==> config.mk <==
export PLATFORM = sky130hd
export DESIGN_NAME = vmul_result
export DESIGN_NICKNAME = d
export VERILOG_FILES = /design/src/vmul_pkg.sv /design/src/vmul_result.sv
export VERILOG_INCLUDE_DIRS = /design/src
export SDC_FILE = /design/constraint.sdc
export NUM_CORES = 1
export LEC_CHECK = 0
export ABC_AREA = 1
export BUFFER_PORTS_ARGS = -buffer_cell sky130_fd_sc_hd__buf_4
export CORE_AREA = 2 2 259 261
export CTS_CLUSTER_DIAMETER = 50
export DETAILED_ROUTE_END_ITERATION = 12
export DIE_AREA = 0 0 261 263
export GPL_TIMING_DRIVEN = 1
export PLACE_DENSITY_LB_ADDON = 0.05
export SLEW_MARGIN = 20
export SYNTH_ARGS = -nofsm -noshare
export SYNTH_HDL_FRONTEND = slang
export SYNTH_SLANG_ARGS = --single-unit
==> constraint.sdc <==
create_clock -name clk -period 1.05 [get_ports clk]
set_input_delay 0.105 -clock clk [delete_from_list [all_inputs] [get_ports clk]]
set_output_delay 0.105 -clock clk [all_outputs]
set_load 0.02 [all_outputs]
==> src/vmul_config.svh <==
`ifndef VMUL_CONFIG_SVH
`define VMUL_CONFIG_SVH

// operand and result word
`define VMUL_DATA_W 64

// destination tag carried with each request
`define VMUL_ADDR_W 32

// 32-bit multiply lanes in the execute stage
`define VMUL_LANES 4

// 16-bit half plus one extension bit
`define VMUL_SUB_W 17

// request to response, in clock edges
`define VMUL_LATENCY 6

`endif

==> src/vmul_pkg.sv <==
`default_nettype none

package vmul_pkg;

`include "vmul_config.svh"

	typedef enum logic [1:0] {
		SEW8  = 2'd0,
		SEW16 = 2'd1,
		SEW32 = 2'd2,
		SEW64 = 2'd3
	} sew_t;

	// mulhsu takes in_vec0 as signed and in_vec1 as unsigned
	typedef enum logic [1:0] {
		OP_MULHU  = 2'b00,
		OP_MUL    = 2'b01,
		OP_MULHSU = 2'b10,
		OP_MULH   = 2'b11
	} mul_op_t;

	// element 0 is the least significant in every view
	typedef union packed {
		logic [`VMUL_DATA_W/8-1:0][7:0]   bytes;
		logic [`VMUL_DATA_W/16-1:0][15:0] halves;
		logic [`VMUL_DATA_W/32-1:0][31:0] words;
	} vec_word_t;

	typedef logic signed [`VMUL_SUB_W-1:0] sub_operand_t;

	typedef struct packed {
		sub_operand_t a1;
		sub_operand_t a0;
		sub_operand_t b1;
		sub_operand_t b0;
	} lane_operands_t;

	// full is the 33 x 33 product of {a1, a0[15:0]} and {b1, b0[15:0]}
	typedef struct packed {
		logic signed [4*`VMUL_SUB_W-3:0] full;
		logic signed [2*`VMUL_SUB_W-1:0] p1;
		logic signed [2*`VMUL_SUB_W-1:0] p0;
	} lane_products_t;

endpackage

`default_nettype wire

==> src/vmul_result.sv <==
`timescale 1ns/10ps
`default_nettype none

`include "vmul_config.svh"

module vmul_result import vmul_pkg::*; (
	input  logic                             clk,
	input  logic                             rst,
	input  logic                             x_valid,
	input  sew_t                             x_sew,
	input  logic                             x_hi,
	input  logic [`VMUL_ADDR_W-1:0]          x_addr,
	input  lane_products_t [`VMUL_LANES-1:0] x_products,
	output logic                             out_valid,
	output vec_word_t                        out_vec,
	output logic [`VMUL_ADDR_W-1:0]          out_addr
);

	localparam int LAST   = `VMUL_LANES - 1;
	localparam int PP_W   = 2 * `VMUL_SUB_W;
	localparam int FULL_W = 4 * `VMUL_SUB_W - 2;

	vec_word_t vec_next;

	function automatic logic [7:0] pick8(input logic [PP_W-1:0] p, input logic hi);
		return hi ? p[15:8] : p[7:0];
	endfunction

	function automatic logic [15:0] pick16(input logic [PP_W-1:0] p, input logic hi);
		return hi ? p[31:16] : p[15:0];
	endfunction

	function automatic logic [31:0] pick32(input logic [FULL_W-1:0] p, input logic hi);
		return hi ? p[63:32] : p[31:0];
	endfunction

	// element to lane mapping mirrors the decode stage
	always_comb begin
		vec_next = '0;
		case (x_sew)
			SEW8: begin
				for (int k = 0; k < `VMUL_LANES; k++) begin
					vec_next.bytes[2*k]   = pick8(x_products[k].p0, x_hi);
					vec_next.bytes[2*k+1] = pick8(x_products[k].p1, x_hi);
				end
			end
			SEW16: begin
				vec_next.halves[0] = pick16(x_products[0].p0, x_hi);
				vec_next.halves[1] = pick16(x_products[0].p1, x_hi);
				vec_next.halves[2] = pick16(x_products[LAST].p0, x_hi);
				vec_next.halves[3] = pick16(x_products[LAST].p1, x_hi);
			end
			SEW32: begin
				vec_next.words[0] = pick32(x_products[0].full, x_hi);
				vec_next.words[1] = pick32(x_products[LAST].full, x_hi);
			end
			default: begin
				// SEW64 returns an all-zero word
			end
		endcase
	end

	always_ff @(posedge clk) begin
		if (rst) begin
			out_valid <= 1'b0;
			out_addr  <= '0;
			out_vec   <= '0;
		end else begin
			out_valid <= x_valid;
			out_addr  <= x_valid ? x_addr : '0;
			out_vec   <= vec_next;
		end
	end

endmodule

`default_nettype wire

# After elaboration in Yosys (flattened, before gate mapping)
# Index checks and enable logic that the tools add are counted.
# op_classes
n_eq_ne,2
mux,15
bitwise,1
reduce_logical,2
# op_table
op,count
case mux 64 bit (3 select lines),1
two-way mux 16 bit,4
two-way mux 32 bit,2
two-way mux 8 bit,8
== test 2 x 1 -> 1 bit (second input constant),1
== test 2 bit (second input constant),1
logical NOT 2 bit,1
OR reduction 2 bit,1
inverter 1 bit,1
# totals
register_bits,97
in_bits,574
out_inout_bits,97
word_cells,23

# Depth between registers and ports, before layout
# logic_depth
ltp_word,2
ltp_mapped,8
depth_no_buf,7

# Worst setup path after synthesis
# OpenSTA, ideal clock, no wires.
# synth_timing
path_type,in2reg
start,input port x_hi
end,register out_vec[13] in the netlist's numbering
setup_time_ns,0.110
t_arrival_ns,0.891
required_time_ns,0.940
path_slack_ns,0.049
path_stages,8
path_buffers,2
path_cell_list,inv_2 > buf_2 > clkbuf_1 > nand2_1 > nand3_1 > nand3_1 > nand2_1 > inv_1
# synth_via
elab_chain_len,2
elab_cells_between_ends,4
cone_classes,4 x mux
# synth_rtl
element,line,text
from (decl),vmul_result.sv:11,"input logic x_hi,"
"two-way mux 32 bit, or another cell as far along",vmul_result.sv:34,return hi ? p[63:32] : p[31:0];
case mux 64 bit (3 select lines) (*),vmul_result.sv:40,case (x_sew)
to (signal assigned),vmul_result.sv:71,out_vec <= vec_next;
to (decl),vmul_result.sv:15,"output vec_word_t out_vec,"
# Every way passes the cells marked *; elsewhere a longest branch is shown, timed or not.
# A chain may end at the register's enable or synchronous reset.

# Final worst setup path
# layout_timing
start,register out_vec[48] in the netlist's numbering
end,output port out_vec[48] in the netlist's numbering
# No word-level cell between the ends.

==> impl_metrics.yaml <==
critical_path:
  crit_required_ns: 0.94
  startpoint: "out_vec[48]"
  arrival_ns: 0.92
  endpoint_kind: "output pin"
  cp_slowest_stage_delay_ns: 0.40
  cp_slowest_cell: "dfxtp_4"
  crit_family: "flip-flops"
  critical_path.cell_chain: "buf_6"
  crit_path_start_kind: "flip-flop"
  path_class: "reg -> out"
  cp_max_fo: 1
  critPathBufInv: 1
route:
  vias: 8858
  first_pass_iters: 4
  first_iter_violations: 363
  antenna_left: 0
  viasPerCell: 3.37
  routed_wl_um: 44600
  drc: 0
  wl_per_cell_um: 16.9
power_and_ir_drop:
  swShare: 0.352
  ir_worst_vdd_uv: 630
  net-switching-power_uw: 4100
  p_seq_frac: 0.343
  design_power_total_uw: 11600
  power_density_mw_per_mm2: 954
  combPwrFrac: 0.333
  p_leak_uw: 0.00740
  intPower_uw: 7540
  power.share.clock: 0.324
synth:
  synth_nets: 1839
  synthArstFlopShare: 0
  synth.area.top_cells: "nand2_1 (34%), dfxtp_1 (29%), inv_1 (17%)"
  netlist.area_leader.share: 0.341
  ys_types: 10
  postSynthCellCount: 1265
  netlist_area_mm2: 0.00659
  yosysSeqAreaShare: 0.295
  ys_ff_latch: 97
  yosysWarnings: 0
  synth-edff-count: 0
  yosys.area.top_type: "nand2_1"
  synthFlopType: "dfxtp_1"
  avgSynthCellArea_um2: 5.21
  synth.most_common_cell: "nand2_1"
  synthTopCellsByCount: "nand2_1 (599), inv_1 (302), nand3_1 (165)"
sta:
  setup_viol: 0
  relSlewSlack: 0.805
  max_clock_freq_ghz: 0.979
  finalCritPeriodShare: 0.973
  worst_pin_slew_ns: 0.292
  min_period_ns: 1.02
  hold_violations: 0
  slew_viol_final: 0
  rsz0062_at_grt: "yes"
  whs_ns: 0.102
layout:
  drive_gt1_frac: 0.310
  nFillCells: 7758
  nets: 2332
  area_growth_syn_to_layout_pct: 85.2
  final_core_util: 0.186
  final_cells: 2632
flow_run:
  drv_cap: 0
min_path:
  min_path_type: "in -> reg"
  min-delay-start: "x_products[504]"
status:
  status: "finished clean"
grt:
  antenna_found_initial: 7
  grt_max_degree: 41
  grt_first_pass_wirelength_um: 63300
  grt_pass1_vias: 9389
  grt_usage: 0.127
  gr-total-overflow: 0
floorplanning:
  fp.dieW_um: 261
  core_area_mm2: 0.0656
  fp.dieH_um: 263
  ioPinCount: 671
  start_util: 0.100
  placementRows: 94
  die-area_mm2: 0.0686
cts:
  cts_setup_buffers: 0
  cts_tree: "yes"
  numClockSinks: 97
  cts_root_buffer: "clkbuf_16"
  clk_path_buf_depth: 2
  htree_levels: 3
  cts_buffers: 9
  clk_pin_slew_ns: 0.10
placement:
  port_buffers: 454
  hpwl_um: 36600
  dpl.cell_count: 2579
  place.gp.congestion: 0.765
## layout by cell type (no fill, tap or decap)
master	count
inv_1	301
dfxtp_2	8
inv_6	2
diode_2	5
nand3_1	165
clkinv_4	2
dfxtp_1	87
buf_12	21
buf_6	6
nor2_1	32
clkbuf_16	9
inv_8	2
dlygate4sd3_1	32
nor2_4	3
nand2_1	599
inv_2	1
clkinv_8	2
dfxtp_4	2
buf_4	489
## cell families (layout without fill, tap and decap cells)
family | Yosys count | count (layout) | synth area share
and+or+nand+nor | 799 | 799 | 0.487
buffers and inverters | 369 | 867 | 0.218
DFF | 97 | 97 | 0.295
other | 0 | 5 | 0
## power by group through the flow
stage	Clock, uW	Combinational (uW)	Sequential [uW]
after global routing	4250	4320	4020
after global placement	0	3910	4080
after floorplan	0	1270	4340
after CTS	4200	4000	4000
after detailed placement	0	3880	4080
final	3770	3880	3990
## layout make-up
type / count / area [um2] / area share
inverters: 303 / 1140 / 0.0936
clock buffers: 9 / 225 / 0.0184
repair buffers: 548 / 4480 / 0.367
flip-flops and latches: 97 / 1960 / 0.160
multi-input cells: 799 / 3230 / 0.264
diodes: 5 / 12.5 / 0.00102
well taps: 864 / 1080 / 0.0885
clock inverters: 7 / 81.3 / 0.00666
## worst paths after layout
kind          end  cells after the start
min   out_vec[34]                      7
max   out_vec[48]                      1
## registers in the layout, summed over array words and instances, names as in the netlist
register,flops
out_addr,32
out_valid,1
out_vec,64
## layer usage
metal	global-route usage	part of all wire
met1	0.156	0.43
met2	0.206	0.45
met3	0.0543	0.11
met4	0.0264	0.013
met5	0	0.0012
## metrics by stage
stage          setup slack, ns  setup TNS [ns]  area, um2
2_1_floorplan           0.0490               0       6590
3_3_place_gp            -0.373           -8.19      11500
3_5_place_dp            -0.322           -8.04      11500
4_1_cts                -0.0175         -0.0312      12200
5_1_grt                -0.0146         -0.0241      12200
6_report                0.0288               0      12200
## what timing repair did
| action | CTS | global route |
|---|---|---|
| hold endpoints to repair | 32 | 0 |
| hold buffers | 32 | 0 |
| gates resized for setup | 14 | 3 |
| setup endpoints to repair | 8 | 5 |
(Power assumes the default switching activity.)
