[config.mk]
export PLATFORM = sky130hd
export DESIGN_NAME = vmul_decode
export DESIGN_NICKNAME = d
export VERILOG_FILES = /design/src/vmul_pkg.sv /design/src/vmul_decode.sv
export VERILOG_INCLUDE_DIRS = /design/src
export SDC_FILE = /design/constraint.sdc
export NUM_CORES = 1
export LEC_CHECK = 0
export ABC_AREA = 1
export BUFFER_PORTS_ARGS = -buffer_cell sky130_fd_sc_hd__clkbuf_2
export CAP_MARGIN = 40
export CORE_AREA = 10 10 175 177
export CTS_BUF_LIST = sky130_fd_sc_hd__clkbuf_8
export CTS_CLUSTER_SIZE = 24
export DETAILED_ROUTE_END_ITERATION = 8
export DIE_AREA = 0 0 185 187
export SKIP_LAST_GASP = 1
export SYNTH_ARGS = -nofsm -noshare
export SYNTH_HDL_FRONTEND = slang
export SYNTH_SLANG_ARGS = --single-unit
[constraint.sdc]
create_clock -name clk -period 1.6 [get_ports clk]
set_clock_uncertainty 0.05 [all_clocks]
set_input_delay 0.32 -clock clk [delete_from_list [all_inputs] [get_ports clk]]
set_output_delay 0.32 -clock clk [all_outputs]
set_load 0.005 [all_outputs]
[src/vmul_config.svh]
`ifndef VMUL_CONFIG_SVH
`define VMUL_CONFIG_SVH

// operand and result word
`define VMUL_DATA_W 64

// destination tag carried with each request
`define VMUL_ADDR_W 32

// 32-bit multiply lanes in the execute stage
`define VMUL_LANES 4

// 16-bit half plus one extension bit
`define VMUL_SUB_W 17

// request to response, in clock edges
`define VMUL_LATENCY 6

`endif

[src/vmul_pkg.sv]
`default_nettype none

package vmul_pkg;

`include "vmul_config.svh"

	typedef enum logic [1:0] {
		SEW8  = 2'd0,
		SEW16 = 2'd1,
		SEW32 = 2'd2,
		SEW64 = 2'd3
	} sew_t;

	// mulhsu takes in_vec0 as signed and in_vec1 as unsigned
	typedef enum logic [1:0] {
		OP_MULHU  = 2'b00,
		OP_MUL    = 2'b01,
		OP_MULHSU = 2'b10,
		OP_MULH   = 2'b11
	} mul_op_t;

	// element 0 is the least significant in every view
	typedef union packed {
		logic [`VMUL_DATA_W/8-1:0][7:0]   bytes;
		logic [`VMUL_DATA_W/16-1:0][15:0] halves;
		logic [`VMUL_DATA_W/32-1:0][31:0] words;
	} vec_word_t;

	typedef logic signed [`VMUL_SUB_W-1:0] sub_operand_t;

	typedef struct packed {
		sub_operand_t a1;
		sub_operand_t a0;
		sub_operand_t b1;
		sub_operand_t b0;
	} lane_operands_t;

	// full is the 33 x 33 product of {a1, a0[15:0]} and {b1, b0[15:0]}
	typedef struct packed {
		logic signed [4*`VMUL_SUB_W-3:0] full;
		logic signed [2*`VMUL_SUB_W-1:0] p1;
		logic signed [2*`VMUL_SUB_W-1:0] p0;
	} lane_products_t;

endpackage

`default_nettype wire

[src/vmul_decode.sv]
`timescale 1ns/10ps
`default_nettype none

`include "vmul_config.svh"

module vmul_decode import vmul_pkg::*; (
	input  logic                                  clk,
	input  logic                                  rst,
	input  logic                                  in_valid,
	input  vec_word_t                             in_vec0,
	input  vec_word_t                             in_vec1,
	input  sew_t                                  in_sew,
	input  mul_op_t                               in_op,
	input  logic [`VMUL_ADDR_W-1:0]               in_addr,
	output logic                                  d_valid,
	output sew_t                                  d_sew,
	output logic                                  d_hi,
	output logic [`VMUL_ADDR_W-1:0]               d_addr,
	output lane_operands_t [`VMUL_LANES-1:0]      d_lanes
);

	localparam int LAST = `VMUL_LANES - 1;

	logic a_signed;
	logic b_signed;
	lane_operands_t [`VMUL_LANES-1:0] lanes_next;

	function automatic sub_operand_t ext8(input logic [7:0] v, input logic sgn);
		return {{(`VMUL_SUB_W - 8){sgn & v[7]}}, v};
	endfunction

	function automatic sub_operand_t ext16(input logic [15:0] v, input logic sgn);
		return {sgn & v[15], v};
	endfunction

	// low product does not depend on signedness, so OP_MUL takes the signed path
	assign a_signed = (in_op != OP_MULHU);
	assign b_signed = in_op[0];

	always_comb begin
		lanes_next = '0;
		case (in_sew)
			SEW8: begin
				// lane k takes bytes 2k and 2k+1 in its two half slots
				for (int k = 0; k < `VMUL_LANES; k++) begin
					lanes_next[k].a0 = ext8(in_vec0.bytes[2*k], a_signed);
					lanes_next[k].a1 = ext8(in_vec0.bytes[2*k+1], a_signed);
					lanes_next[k].b0 = ext8(in_vec1.bytes[2*k], b_signed);
					lanes_next[k].b1 = ext8(in_vec1.bytes[2*k+1], b_signed);
				end
			end
			SEW16: begin
				lanes_next[0].a0    = ext16(in_vec0.halves[0], a_signed);
				lanes_next[0].a1    = ext16(in_vec0.halves[1], a_signed);
				lanes_next[0].b0    = ext16(in_vec1.halves[0], b_signed);
				lanes_next[0].b1    = ext16(in_vec1.halves[1], b_signed);
				lanes_next[LAST].a0 = ext16(in_vec0.halves[2], a_signed);
				lanes_next[LAST].a1 = ext16(in_vec0.halves[3], a_signed);
				lanes_next[LAST].b0 = ext16(in_vec1.halves[2], b_signed);
				lanes_next[LAST].b1 = ext16(in_vec1.halves[3], b_signed);
			end
			SEW32: begin
				// low halves are plain magnitudes, the sign sits in the high half
				lanes_next[0].a0    = ext16(in_vec0.words[0][15:0], 1'b0);
				lanes_next[0].a1    = ext16(in_vec0.words[0][31:16], a_signed);
				lanes_next[0].b0    = ext16(in_vec1.words[0][15:0], 1'b0);
				lanes_next[0].b1    = ext16(in_vec1.words[0][31:16], b_signed);
				lanes_next[LAST].a0 = ext16(in_vec0.words[1][15:0], 1'b0);
				lanes_next[LAST].a1 = ext16(in_vec0.words[1][31:16], a_signed);
				lanes_next[LAST].b0 = ext16(in_vec1.words[1][15:0], 1'b0);
				lanes_next[LAST].b1 = ext16(in_vec1.words[1][31:16], b_signed);
			end
			default: begin
				// 64-bit elements are not supported, lanes stay at zero
			end
		endcase
	end

	always_ff @(posedge clk) begin
		if (rst) begin
			d_valid <= 1'b0;
			d_sew   <= SEW8;
			d_hi    <= 1'b0;
			d_addr  <= '0;
			d_lanes <= '0;
		end else begin
			d_valid <= in_valid;
			d_sew   <= in_valid ? in_sew : SEW8;
			d_hi    <= in_valid & (in_op != OP_MUL);
			d_addr  <= in_valid ? in_addr : '0;
			d_lanes <= lanes_next;
		end
	end

endmodule

`default_nettype wire

# == Word level (Yosys, flattened, before mapping) ==
# Index checks and enable logic that the tools add are counted.
# totals
memories,0
in_bits,167
mem_bits_ro,0
ff_bits,244
latch_bits,0
ram_bits,0
word_cells,48
output_inout_bits,308
# op_classes
add_sub_neg,0
shifts,0
reduce_logical,4
n_lt_le_gt_ge,0
div,0
eq_ne,3
bitwise_logic,19
mul,0
mux,2
# ops
cell,n
68-bit case mux with 3 select lines,2
1-bit AND,17
2-bit OR reduction,2
"2-bit by 1-bit == test with 1-bit output, second input constant",1
"2-bit == test, second input constant",1
2-bit logical NOT,1
"2-bit by 1-bit inequality test with 1-bit output, second input constant",1
1-bit inverter,2
2-bit nonzero test,1

# == Depth between registers and ports, before layout ==
# Gate-level depths: netlist of run 1.
# depth
word_depth,3
mapped_depth,6
ltp_nobuf,5

# == Worst setup path before layout of run 1 ==
# No wires, ideal clock.
# synth_path
path_type,input -> register
start,input port in_sew[0]
end,register d_lanes[110] (netlist name)
setup_ns,0.073
path_stages,5
arrival_ns,1.016
t_required_ns,1.477
path_slack_ns,0.461
n_path_buf,2
cell_sequence,nor2_2 > buf_6 > nand2_4 > buf_2 > nor3_2
# synth_between
elab_chain_len,3
# synth_rtl
item,line_no,text
start: declaration,vmul_decode.sv:12,"input sew_t in_sew,"
2-bit logical NOT,vmul_decode.sv:42,case (in_sew)
1-bit inverter (no source line),--,
2-bit OR reduction (no source line),--,
# No other way between the ends.
# A chain may end at the register's enable or synchronous reset.

# == Worst setup path in the final report of run 1 ==
# layout_path
start,register d_lanes[178] (netlist name)
end,output port d_lanes[179] (netlist name)
# layout_lines
item,line_no,text
end: declaration,vmul_decode.sv:19,output lane_operands_t [`VMUL_LANES-1:0] d_lanes
# No word-level cell between the ends.

==> impl_results.md, run 1 <==
- Pwr Density: 1110 mW/mm^2
- CTS Buffer Depth: 3
- Top Ports: 475
- Seq/Total Area, Yosys: 61.3%
- Die W: 185 um
- Initial Util: 29.2%
- Critical path class: reg -> out
- Netlist Area Pre-Place: 0.00797 mm^2
- Min Hold Slack: roughly 30 ps
- Vias in the first global route: approximately 8.5k
- Worst path bufs/invs: 1
- Num CTS Buffers: 42
- Critical path arrival: approximately 1100 ps
- Post-CTS setup buffer count: 0
- DR iter-0 viols: just under 400
- Cell Rows: 61
- Hold Crit Start: in_vec0[15]
- DR vias: 8107
- Met2 usage in global routing: between 30 and 40%
- Final Power: around 14 mW
- Number of routed nets with antenna violations: 0
- H-tree levels: 2
- Period minus WS final: 1510 ps
- Routability Congestion: 0.834
- CP Launch Type: register
- Syn_nets: 1074
- Routed len/inst: approximately 19 um
- Root Driver: clkbuf_8
- Fmax: around 660 MHz
- Setup violators final: 0
- Crit path cell chain: clkbuf_2
- Core Region: 0.0273 mm^2
- Syn avg cell area: between 8 and 9 um^2
- GR Layer Usage met1: approximately 20%
- Unrepaired setup endpoints after global routing: no
- Worst-path fanout max: 9
- Place WS: -9.33 ps
- Unique masters post-synth: 19
- P&R area growth vs syn: 61.7%
- Max-cap violations: 0
- Clk sinks: 244
- WL final: 34900 um
- Hold Path Depth: 3
- Leakage: 6.96 nW
- Status: complete, no violations
- CP required: around 1200 ps
- Met3 Usage GRT: under 10%
- Congestion Overflow GR: 0
- Global-route wire length before repair: 51100 um
- Max incr delay on CP: 440 ps
- Worst Tran Pin Value: 498 ps
- Detail Placement HPWL: ~26000 um
- Final worst slack: 94.8 ps
- Via-per-instance ratio: 4.31
- Die Y-Extent: 187 um
- Die ar.: around 0.035 mm^2
- Most Crowded Layer GR: met2
- CTS tree: yes
- Post-Syn Instances: 907
- Delay-heaviest family, CP: flip-flops
- IO Port Bufs: 474
- Clock transition at path regs: 60 ps
- Nets: 1666
- Yosys reg bits: ~240
- Residual DRC: 0
- Share of cells above drive strength 1: about two fifths
- Peak VDD IR: 0.000800 V
- DR pass1 iterations: 5
- Final Max Tran Viols: 0
- Min-Delay Path Class: in -> reg
- Relative slew slack: 66.8%
- Final hold vios: 0
- Crit. End Element: output pin
- Crit share post-route: 94.1%
- Slowest CP cell: dfxtp_2
- Largest net degree at the start of global routing: between 100 and 150
- Hold EP: d_lanes[58]
- Synth Warn #: 0
- Initial antenna violation count: 5
- Total GRT Usage: roughly a fifth
tightest hold or removal path, cell delays in order:
cell	delay [ps]
clkbuf_2	120
nand2_1	70
a21oi_1	50
metal layers:
layer / wire length (um) / vias to the layer above / part of all wire (%)
li1: - / 3892 / -
met5: 0 / - / 0
met1: 12300 / 3689 / 35
met3: 3800 / 89 / 11
met4: 1440 / 0 / 4.1
met2: 17300 / 437 / 50
cells by family after synthesis:
logic type | after synthesis | share of synthesized area (%)
compound gates | 110 | 6.91
buf+inv | 230 | 14.7
flops | 244 | 61.3
simple gates | 323 | 17.1
cell type report:
type,instances,area [um^2]
clock inverters,18,153
diodes,5,12.5
repair buffers,657,4240
multi-input cells,433,1920
inverters,121,454
clock buffers,57,785
fillers,2617,14400
flip-flops and latches,244,4890
well taps,346,433
where the power goes:
group | switching (mW) | total [mW] | internal, mW
combinational | 0.876 | 1.70 | 0.825
clock | 2.53 | 6.18 | 3.65
sequential | 0.102 | 6.47 | 6.37
total | 3.51 | 14.4 | 10.8
flip-flops by register name, indices dropped and copies added, names as in the netlist:
register,cells
d_hi,1
d_lanes,208
d_valid,1
d_addr,32
d_sew,2
cells in the mapped netlist:
cell        n  area (um^2)
a21oi_1   109          546
buf_2      25          125
buf_4      72          541
buf_6       1         11.3
clkbuf_1   11         41.3
dfxtp_1   244         4880
inv_1     119          447
inv_2       2         7.51
nand2_1   143          537
nand2_2     2         12.5
nand2_4     1         11.3
nand3_1    40          200
nand3_2     7         70.1
nor2_1    121          454
nor2_2      1         6.26
nor2_4      1         11.3
nor3_1      2         10.0
nor3_2      5         50.1
o21ai_0     1         5.00
how the worst max path moves through the flow:
| stage | startpoint | endpoint | cells past startpoint |
|---|---|---|---|
| 3_5_place_dp | in_sew[0] | d_lanes[178] | 6 |
| 2_1_floorplan | in_sew[0] | d_lanes[110] | 5 |
| 3_3_place_gp | in_sew[1] | d_lanes[178] | 6 |
| 4_1_cts | d_lanes[76] | d_lanes[83] | 1 |
| 6_report | d_lanes[178] | d_lanes[179] | 1 |
| 5_1_grt | d_lanes[195] | d_lanes[200] | 1 |
cells in the final DEF (no fill, tap or decap), types with 7 or more instances in the layout:
| master | instances |
|---|---|
| clkbuf_2 | 473 |
| dfxtp_1 | 236 |
| dlygate4sd3_1 | 161 |
| nand2_1 | 143 |
| inv_1 | 129 |
| nor2_1 | 121 |
| a21oi_1 | 109 |
| clkbuf_8 | 57 |
| nand3_1 | 40 |
| buf_4 | 16 |
| dfxtp_2 | 8 |
| nand3_2 | 7 |
| buf_12 | 7 |
metrics by stage:
step	setup TNS [ps]	area, um^2	instances	util [%]
2_1_floorplan	0	7970	907	-
3_3_place_gp	0	10300	1640	37.8
3_5_place_dp	-9.33	10300	1640	37.8
4_1_cts	0	12900	1876	47.1
5_1_grt	0	12900	1881	47.2
6_report	0	12900	1881	47.2
what timing repair did:
| action | 4_1_cts | 5_1_grt |
|---|---|---|
| hold buffers | 161 | 0 |
| endpoints found under the hold margin | 213 | 0 |
| setup endpoints to repair | 72 | 0 |
| gates resized for setup | 8 | 0 |
No activity file was read; power rests on OpenSTA's default activity.
==> inputs of run 2 (changes only) <==
RECOVER_POWER = 25   (was default)
==> run 2 against run 1 <==
  * Final area fell by 0.47%
  * Wire length rose by 0.12%
  * Non-clock buffer count did not move
  * Total power barely moved
  * Sequential cell count did not move
  * Maximum frequency barely moved
  * Via count rose by 0.20%
  * Final cell count did not move
  * Critical path depth did not move
==> impl_results.md, run 2 (same netlist as run 1, synthesis figures left out) <==
- Status: complete, no violations (unchanged)
- Pint: 10.8 mW (about the same)
- IO Port Bufs: 474 (unchanged)
- Max reg flops: 208 (unchanged)
- Crit. End Element: output pin (unchanged)
- Cell Rows: 61 (unchanged)
- Routability Congestion: 0.834 (unchanged)
- CP required: 1230 ps (about the same)
- Congestion Overflow GR: 0 (unchanged)
- Most common cell after layout, fill and taps aside: clkbuf_2 (unchanged)
- Pwr Density: 1120 mW/mm^2 (was 1110 mW/mm^2)
- Crit path cell chain: clkbuf_2 (unchanged)
- Largest net degree at the start of global routing: 101 (unchanged)
- DR iter-0 viols: 393 (was 388)
- Clock transition at path regs: 60 ps (about the same)
- Vias in the first global route: 8536 (unchanged)
- Top Ports: 475 (unchanged)
- Most frequent cells in the layout: clkbuf_2 (473), dfxtp_1 (236), dlygate4sd3_1 (161), nand2_1 (144), inv_1 (130) (was clkbuf_2 (473), dfxtp_1 (236), dlygate4sd3_1 (161), nand2_1 (143), inv_1 (129))
- Die W: 185 um (unchanged)
- P&R area growth vs syn: 61.0% (was 61.7%)
- Dpl cells: 1640 (unchanged)
- Final Max Tran Viols: 0 (unchanged)
- Comb pwr share: 11.8% (was 11.9%)
- Initial Util: 29.2% (unchanged)
- Die Y-Extent: 187 um (unchanged)
- Non-Filler Instances: 1881 (unchanged)
- Critical path depth: 1 (unchanged)
- H-tree levels: 2 (unchanged)
- Final hold vios: 0 (unchanged)
- Period minus WS final: 1510 ps (about the same)
- Hold Path Depth: 3 (unchanged)
- Num CTS Buffers: 42 (unchanged)
- Via-per-instance ratio: 4.32 (was 4.31)
- Fmax: 664 MHz (about the same)
- Sw Share: 24.4% (about the same)
- Worst-path fanout max: 9 (unchanged)
- Worst path bufs/invs: 1 (unchanged)
- Fin util: 47.0% (was 47.2%)
- Nets: 1666 (unchanged)
- Post-CTS setup buffer count: 0 (unchanged)
- Reg with most FFs: d_lanes (unchanged)
- Delay-heaviest family, CP: flip-flops (unchanged)
- Residual DRC: 0 (unchanged)
- Unrepaired setup endpoints after global routing: no (unchanged)
- Clock Power Share: 43.1% (was 43.0%)
- Relative slew slack: 39.6% (was 66.8%)
- Critical path class: reg -> out (unchanged)
- Detail Placement HPWL: 25500 um (unchanged)
- Core Region: 0.0273 mm^2 (unchanged)
- Biggest regs: d_lanes x208, d_addr x32, d_sew x2 (unchanged)
- Routed len/inst: 18.6 um (about the same)
- Slowest CP cell: dfxtp_2 (unchanged)
- Peak VDD IR: 0.000800 V (about the same)
- Flop pwr share: 45.1% (about the same)
- Root Driver: clkbuf_8 (unchanged)
- Share of cells above drive strength 1: 37.5% (was 38.4%)
- Fillers: 2629 (was 2617)
- Die ar.: 0.0346 mm^2 (unchanged)
- CP Launch Type: register (unchanged)
- Min Hold Slack: 28.8 ps (was 29.7 ps)
- Worst Tran Pin Value: 907 ps (was 498 ps)
- Psw: 3.50 mW (was 3.51 mW)
- CTS Buffer Depth: 3 (unchanged)
- Number of routed nets with antenna violations: 0 (unchanged)
- Global-route wire length before repair: 51100 um (unchanged)
- CTS tree: yes (unchanged)
- Max incr delay on CP: 440 ps (about the same)
- Leakage: 6.92 nW (was 6.96 nW)
- Clk sinks: 244 (unchanged)
- Initial antenna violation count: 5 (unchanged)
- DR pass1 iterations: 4 (was 5)
- WL final: 34900 um (about the same)
- Setup violators final: 0 (unchanged)
- DR vias: 8123 (was 8107)
- Critical path arrival: 1140 ps (about the same)
- Final worst slack: 93.8 ps (was 94.8 ps)
- Crit share post-route: 94.1% (about the same)
- Max-cap violations: 0 (unchanged)
- Total GRT Usage: 19.2% (unchanged)
- Place WS: -9.33 ps (unchanged)
- Min-Delay Path Class: in -> reg (unchanged)
==> run 2: layout make-up <==
class,instances,area [um^2],share of cell area (%)
Clock inverter,18,153,1.19
Inverter,121,454,3.54
Sequential cell,244,4890,38.2
Timing Repair Buffer,657,4220,32.9
Antenna cell,5,12.5,0.0975
Tap cell,346,433,3.37
Clock buffer,57,785,6.12
Multi-Input combinational cell,433,1880,14.7
==> run 2: path summary, 6_finish.rpt <==
check / start / endpoint / slack (ps)
worst max-delay path: d_lanes[178] / d_lanes[179] / 90
worst min-delay path: in_vec0[15] / d_lanes[58] / 30
==> run 2: power by group through the flow <==
stage          clock network, mW  registers, mW  logic, mW
2_1_floorplan                  0           6.62      0.527
3_3_place_gp                   0           6.59       1.37
3_5_place_dp                   0           6.60       1.38
4_1_cts                     6.35           6.47       1.71
5_1_grt                     6.62           6.49       1.86
6_report                    6.18           6.47       1.69
==> run 2: what timing repair did <==
action | 4_1_cts | 5_1_grt
endpoints found under the hold margin | 213 | 0
resized for setup | 8 | 0
endpoints found under the setup margin | 72 | 0
hold buffers | 161 | 0
==> run 2: layer usage <==
metal | GRT usage (%) | vias to the layer above | routed length [um]
li1 | - | 3892 | -
met1 | 19.6 | 3722 | 12300
met4 | 8.94 | 0 | 1520
met2 | 33.6 | 418 | 17300
met3 | 7.65 | 91 | 3800
met5 | 0 | - | 0
==> run 2: metrics by stage <==
stage	setup TNS (ps)	instance area (um^2)	total power, mW
floorplan	0	7970	7.15
global placement	0	10300	7.96
detailed placement	-9.33	10300	7.98
CTS	0	12900	14.5
global route	0	12800	15.0
finish	0	12800	14.3
==> inputs of run 3 (changes only) <==
CORE_AREA = 10 10 180 182   (was 10 10 175 177)
DIE_AREA = 0 0 190 192   (was 0 0 185 187)
==> run 3 against run 2 <==
  * Largest power group unchanged
  * Final area is 1.1% lower
  * Via count is 2.8% lower
  * Final cell count grew 1.7%
  * Worst setup slack improved by 2.8 ps
  * Maximum frequency is 0.19% higher
  * Sequential cell count did not move
  * Non-clock buffer count fell by 4
==> impl_results.md, run 3 (same netlist as run 1, synthesis figures left out) <==
- Slowest CP cell: dlygate4sd3_1 (was dfxtp_2)
- Global-route wire length before repair: 49800 um (was 51100 um)
- Residual DRC: 0 (unchanged)
- Peak VDD IR: 0.000696 V (was 0.000800 V)
- Root Driver: clkbuf_8 (unchanged)
- Min Hold Slack: 42.0 ps (was 28.8 ps)
- Most Crowded Layer GR: met2 (unchanged)
- Non-Filler Instances: 1913 (was 1881)
- Routability Congestion: 0.809 (was 0.834)
- Core Region: 0.0286 mm^2 (was 0.0273 mm^2)
- Share of cells above drive strength 1: 37.4% (was 37.5%)
- Top Ports: 475 (unchanged)
- H-tree levels: 2 (unchanged)
- Post-CTS setup buffer count: 0 (unchanged)
- Routed len/inst: 17.7 um (was 18.6 um)
- Number of routed nets with antenna violations: 0 (unchanged)
- Total area of sequential cells: 0.00489 mm^2 (unchanged)
- CTS Buffer Depth: 3 (unchanged)
- Clock transition at path regs: 50 ps (was 60 ps)
- Max reg flops: 208 (unchanged)
- Critical path arrival: 1920 ps (was 1140 ps)
- Most frequent cells in the layout: clkbuf_2 (474), dfxtp_1 (236), dlygate4sd3_1 (154), nand2_1 (144), inv_1 (137) (was clkbuf_2 (473), dfxtp_1 (236), dlygate4sd3_1 (161), nand2_1 (144), inv_1 (130))
- Num CTS Buffers: 41 (was 42)
- Final Max Tran Viols: 0 (unchanged)
- GR Layer Usage met1: 18.7% (was 19.6%)
- DR pass1 iterations: 4 (unchanged)
- Clk sinks: 244 (unchanged)
- Die W: 190 um (was 185 um)
- Worst path bufs/invs: 4 (was 1)
- CTS tree: yes (unchanged)
- Cell Rows: 62 (was 61)
- Final TNS setup: 0 ps (unchanged)
- Critical path class: in -> reg (was reg -> out)
- Detail Placement HPWL: 24500 um (was 25500 um)
- Status: complete, no violations (unchanged)
- Footprint of the multi-input gates: 0.00189 mm^2 (was 0.00188 mm^2)
- Final hold vios: 0 (unchanged)
- CP required: 2020 ps (was 1230 ps)
- Initial antenna violation count: 4 (was 5)
- Fmax: 665 MHz (was 664 MHz)
- Delay-heaviest family, CP: buffers and inverters (was flip-flops)
- Congestion Overflow GR: 0 (unchanged)
- Min-Delay Path Class: in -> reg (unchanged)
- Unrepaired setup endpoints after global routing: no (unchanged)
- Worst-path fanout max: 41 (was 9)
- Crit path cell chain: clkbuf_2 -> nor2_4 -> buf_12 -> nor2_4 -> buf_12 -> nand2_1 -> a21oi_1 -> dlygate4sd3_1 (was clkbuf_2)
- Max-cap violations: 0 (unchanged)
- DR iter-0 viols: 279 (was 393)
- Largest net degree at the start of global routing: 101 (unchanged)
- DR vias: 7897 (was 8123)
- Met2 usage in global routing: 30.3% (was 33.6%)
- Initial Util: 27.8% (was 29.2%)
- Via-per-instance ratio: 4.13 (was 4.32)
- Die Y-Extent: 192 um (was 187 um)
- Fillers: 2751 (was 2629)
- Vias in the first global route: 8570 (was 8536)
- Nets: 1661 (was 1666)
- Die ar.: 0.0365 mm^2 (was 0.0346 mm^2)
- Leakage: 6.86 nW (was 6.92 nW)
- IO Port Bufs: 474 (unchanged)
- P&R area growth vs syn: 59.1% (was 61.0%)
- Reg with most FFs: d_lanes (unchanged)
- Relative slew slack: 34.1% (was 39.6%)
- Total GRT Usage: 17.4% (was 19.2%)
- Biggest regs: d_lanes x208, d_addr x32, d_sew x2 (unchanged)
- Pwr Density: 1070 mW/mm^2 (was 1120 mW/mm^2)
- Most common cell after layout, fill and taps aside: clkbuf_2 (unchanged)
- Crit. End Element: register (was output pin)
- Dpl cells: 1681 (was 1640)
- Max incr delay on CP: 570 ps (was 440 ps)
- WL final: 33800 um (was 34900 um)
- Met3 Usage GRT: 6.69% (was 7.65%)
- Worst Tran Pin Value: 988 ps (was 907 ps)
- Crit share post-route: 94.0% (was 94.1%)
- Period minus WS final: 1500 ps (was 1510 ps)
- CP Launch Type: primary input (was register)
- Setup violators final: 0 (unchanged)
## run 3: report_power, final
part | internal (mW) | total (mW) | switching, mW
Clock | 2.96 | 5.39 | 2.43
Sequential | 6.37 | 6.47 | 0.0939
Combinational | 0.807 | 1.67 | 0.864
## run 3: per-layer routing
layer | vias to the layer above | part of all wire, %
li1 | 3878 | -
met1 | 3602 | 37
met2 | 351 | 50
met3 | 66 | 9.4
met4 | 0 | 3.0
met5 | - | 0
## run 3: timing repair
action | in CTS | in global routing
endpoints found under the hold margin | 208 | 0
resized for setup | 4 | 4
hold buffers | 154 | 0
endpoints found under the setup margin | 28 | 36
## run 3: final cells by class
type / instances / share of cell area (%)
diodes: 4 / 0.0789
clock buffers: 53 / 5.75
clock inverters: 21 / 0.671
inverters: 121 / 3.58
multi-input cells: 433 / 14.9
flip-flops and latches: 244 / 38.6
well taps: 384 / 3.79
repair buffers: 653 / 32.7
## run 3: path summary, 6_finish.rpt
kind        start           end  slack, ps  depth (start not counted)
max     in_sew[1]  d_lanes[260]        100                          8
min   in_vec1[61]  d_lanes[234]         40                          3
## run 3: through the flow
step,utilization [%],setup WS (ps),instance area [um^2],power [mW]
6_report,44.3,96.6,12700,13.5
5_1_grt,44.3,51.4,12700,14.2
4_1_cts,44.6,1.29,12800,13.7
3_5_place_dp,36.4,66.2,10400,7.98
3_3_place_gp,36.4,78.0,10400,7.97
2_1_floorplan,-,461,7970,7.15
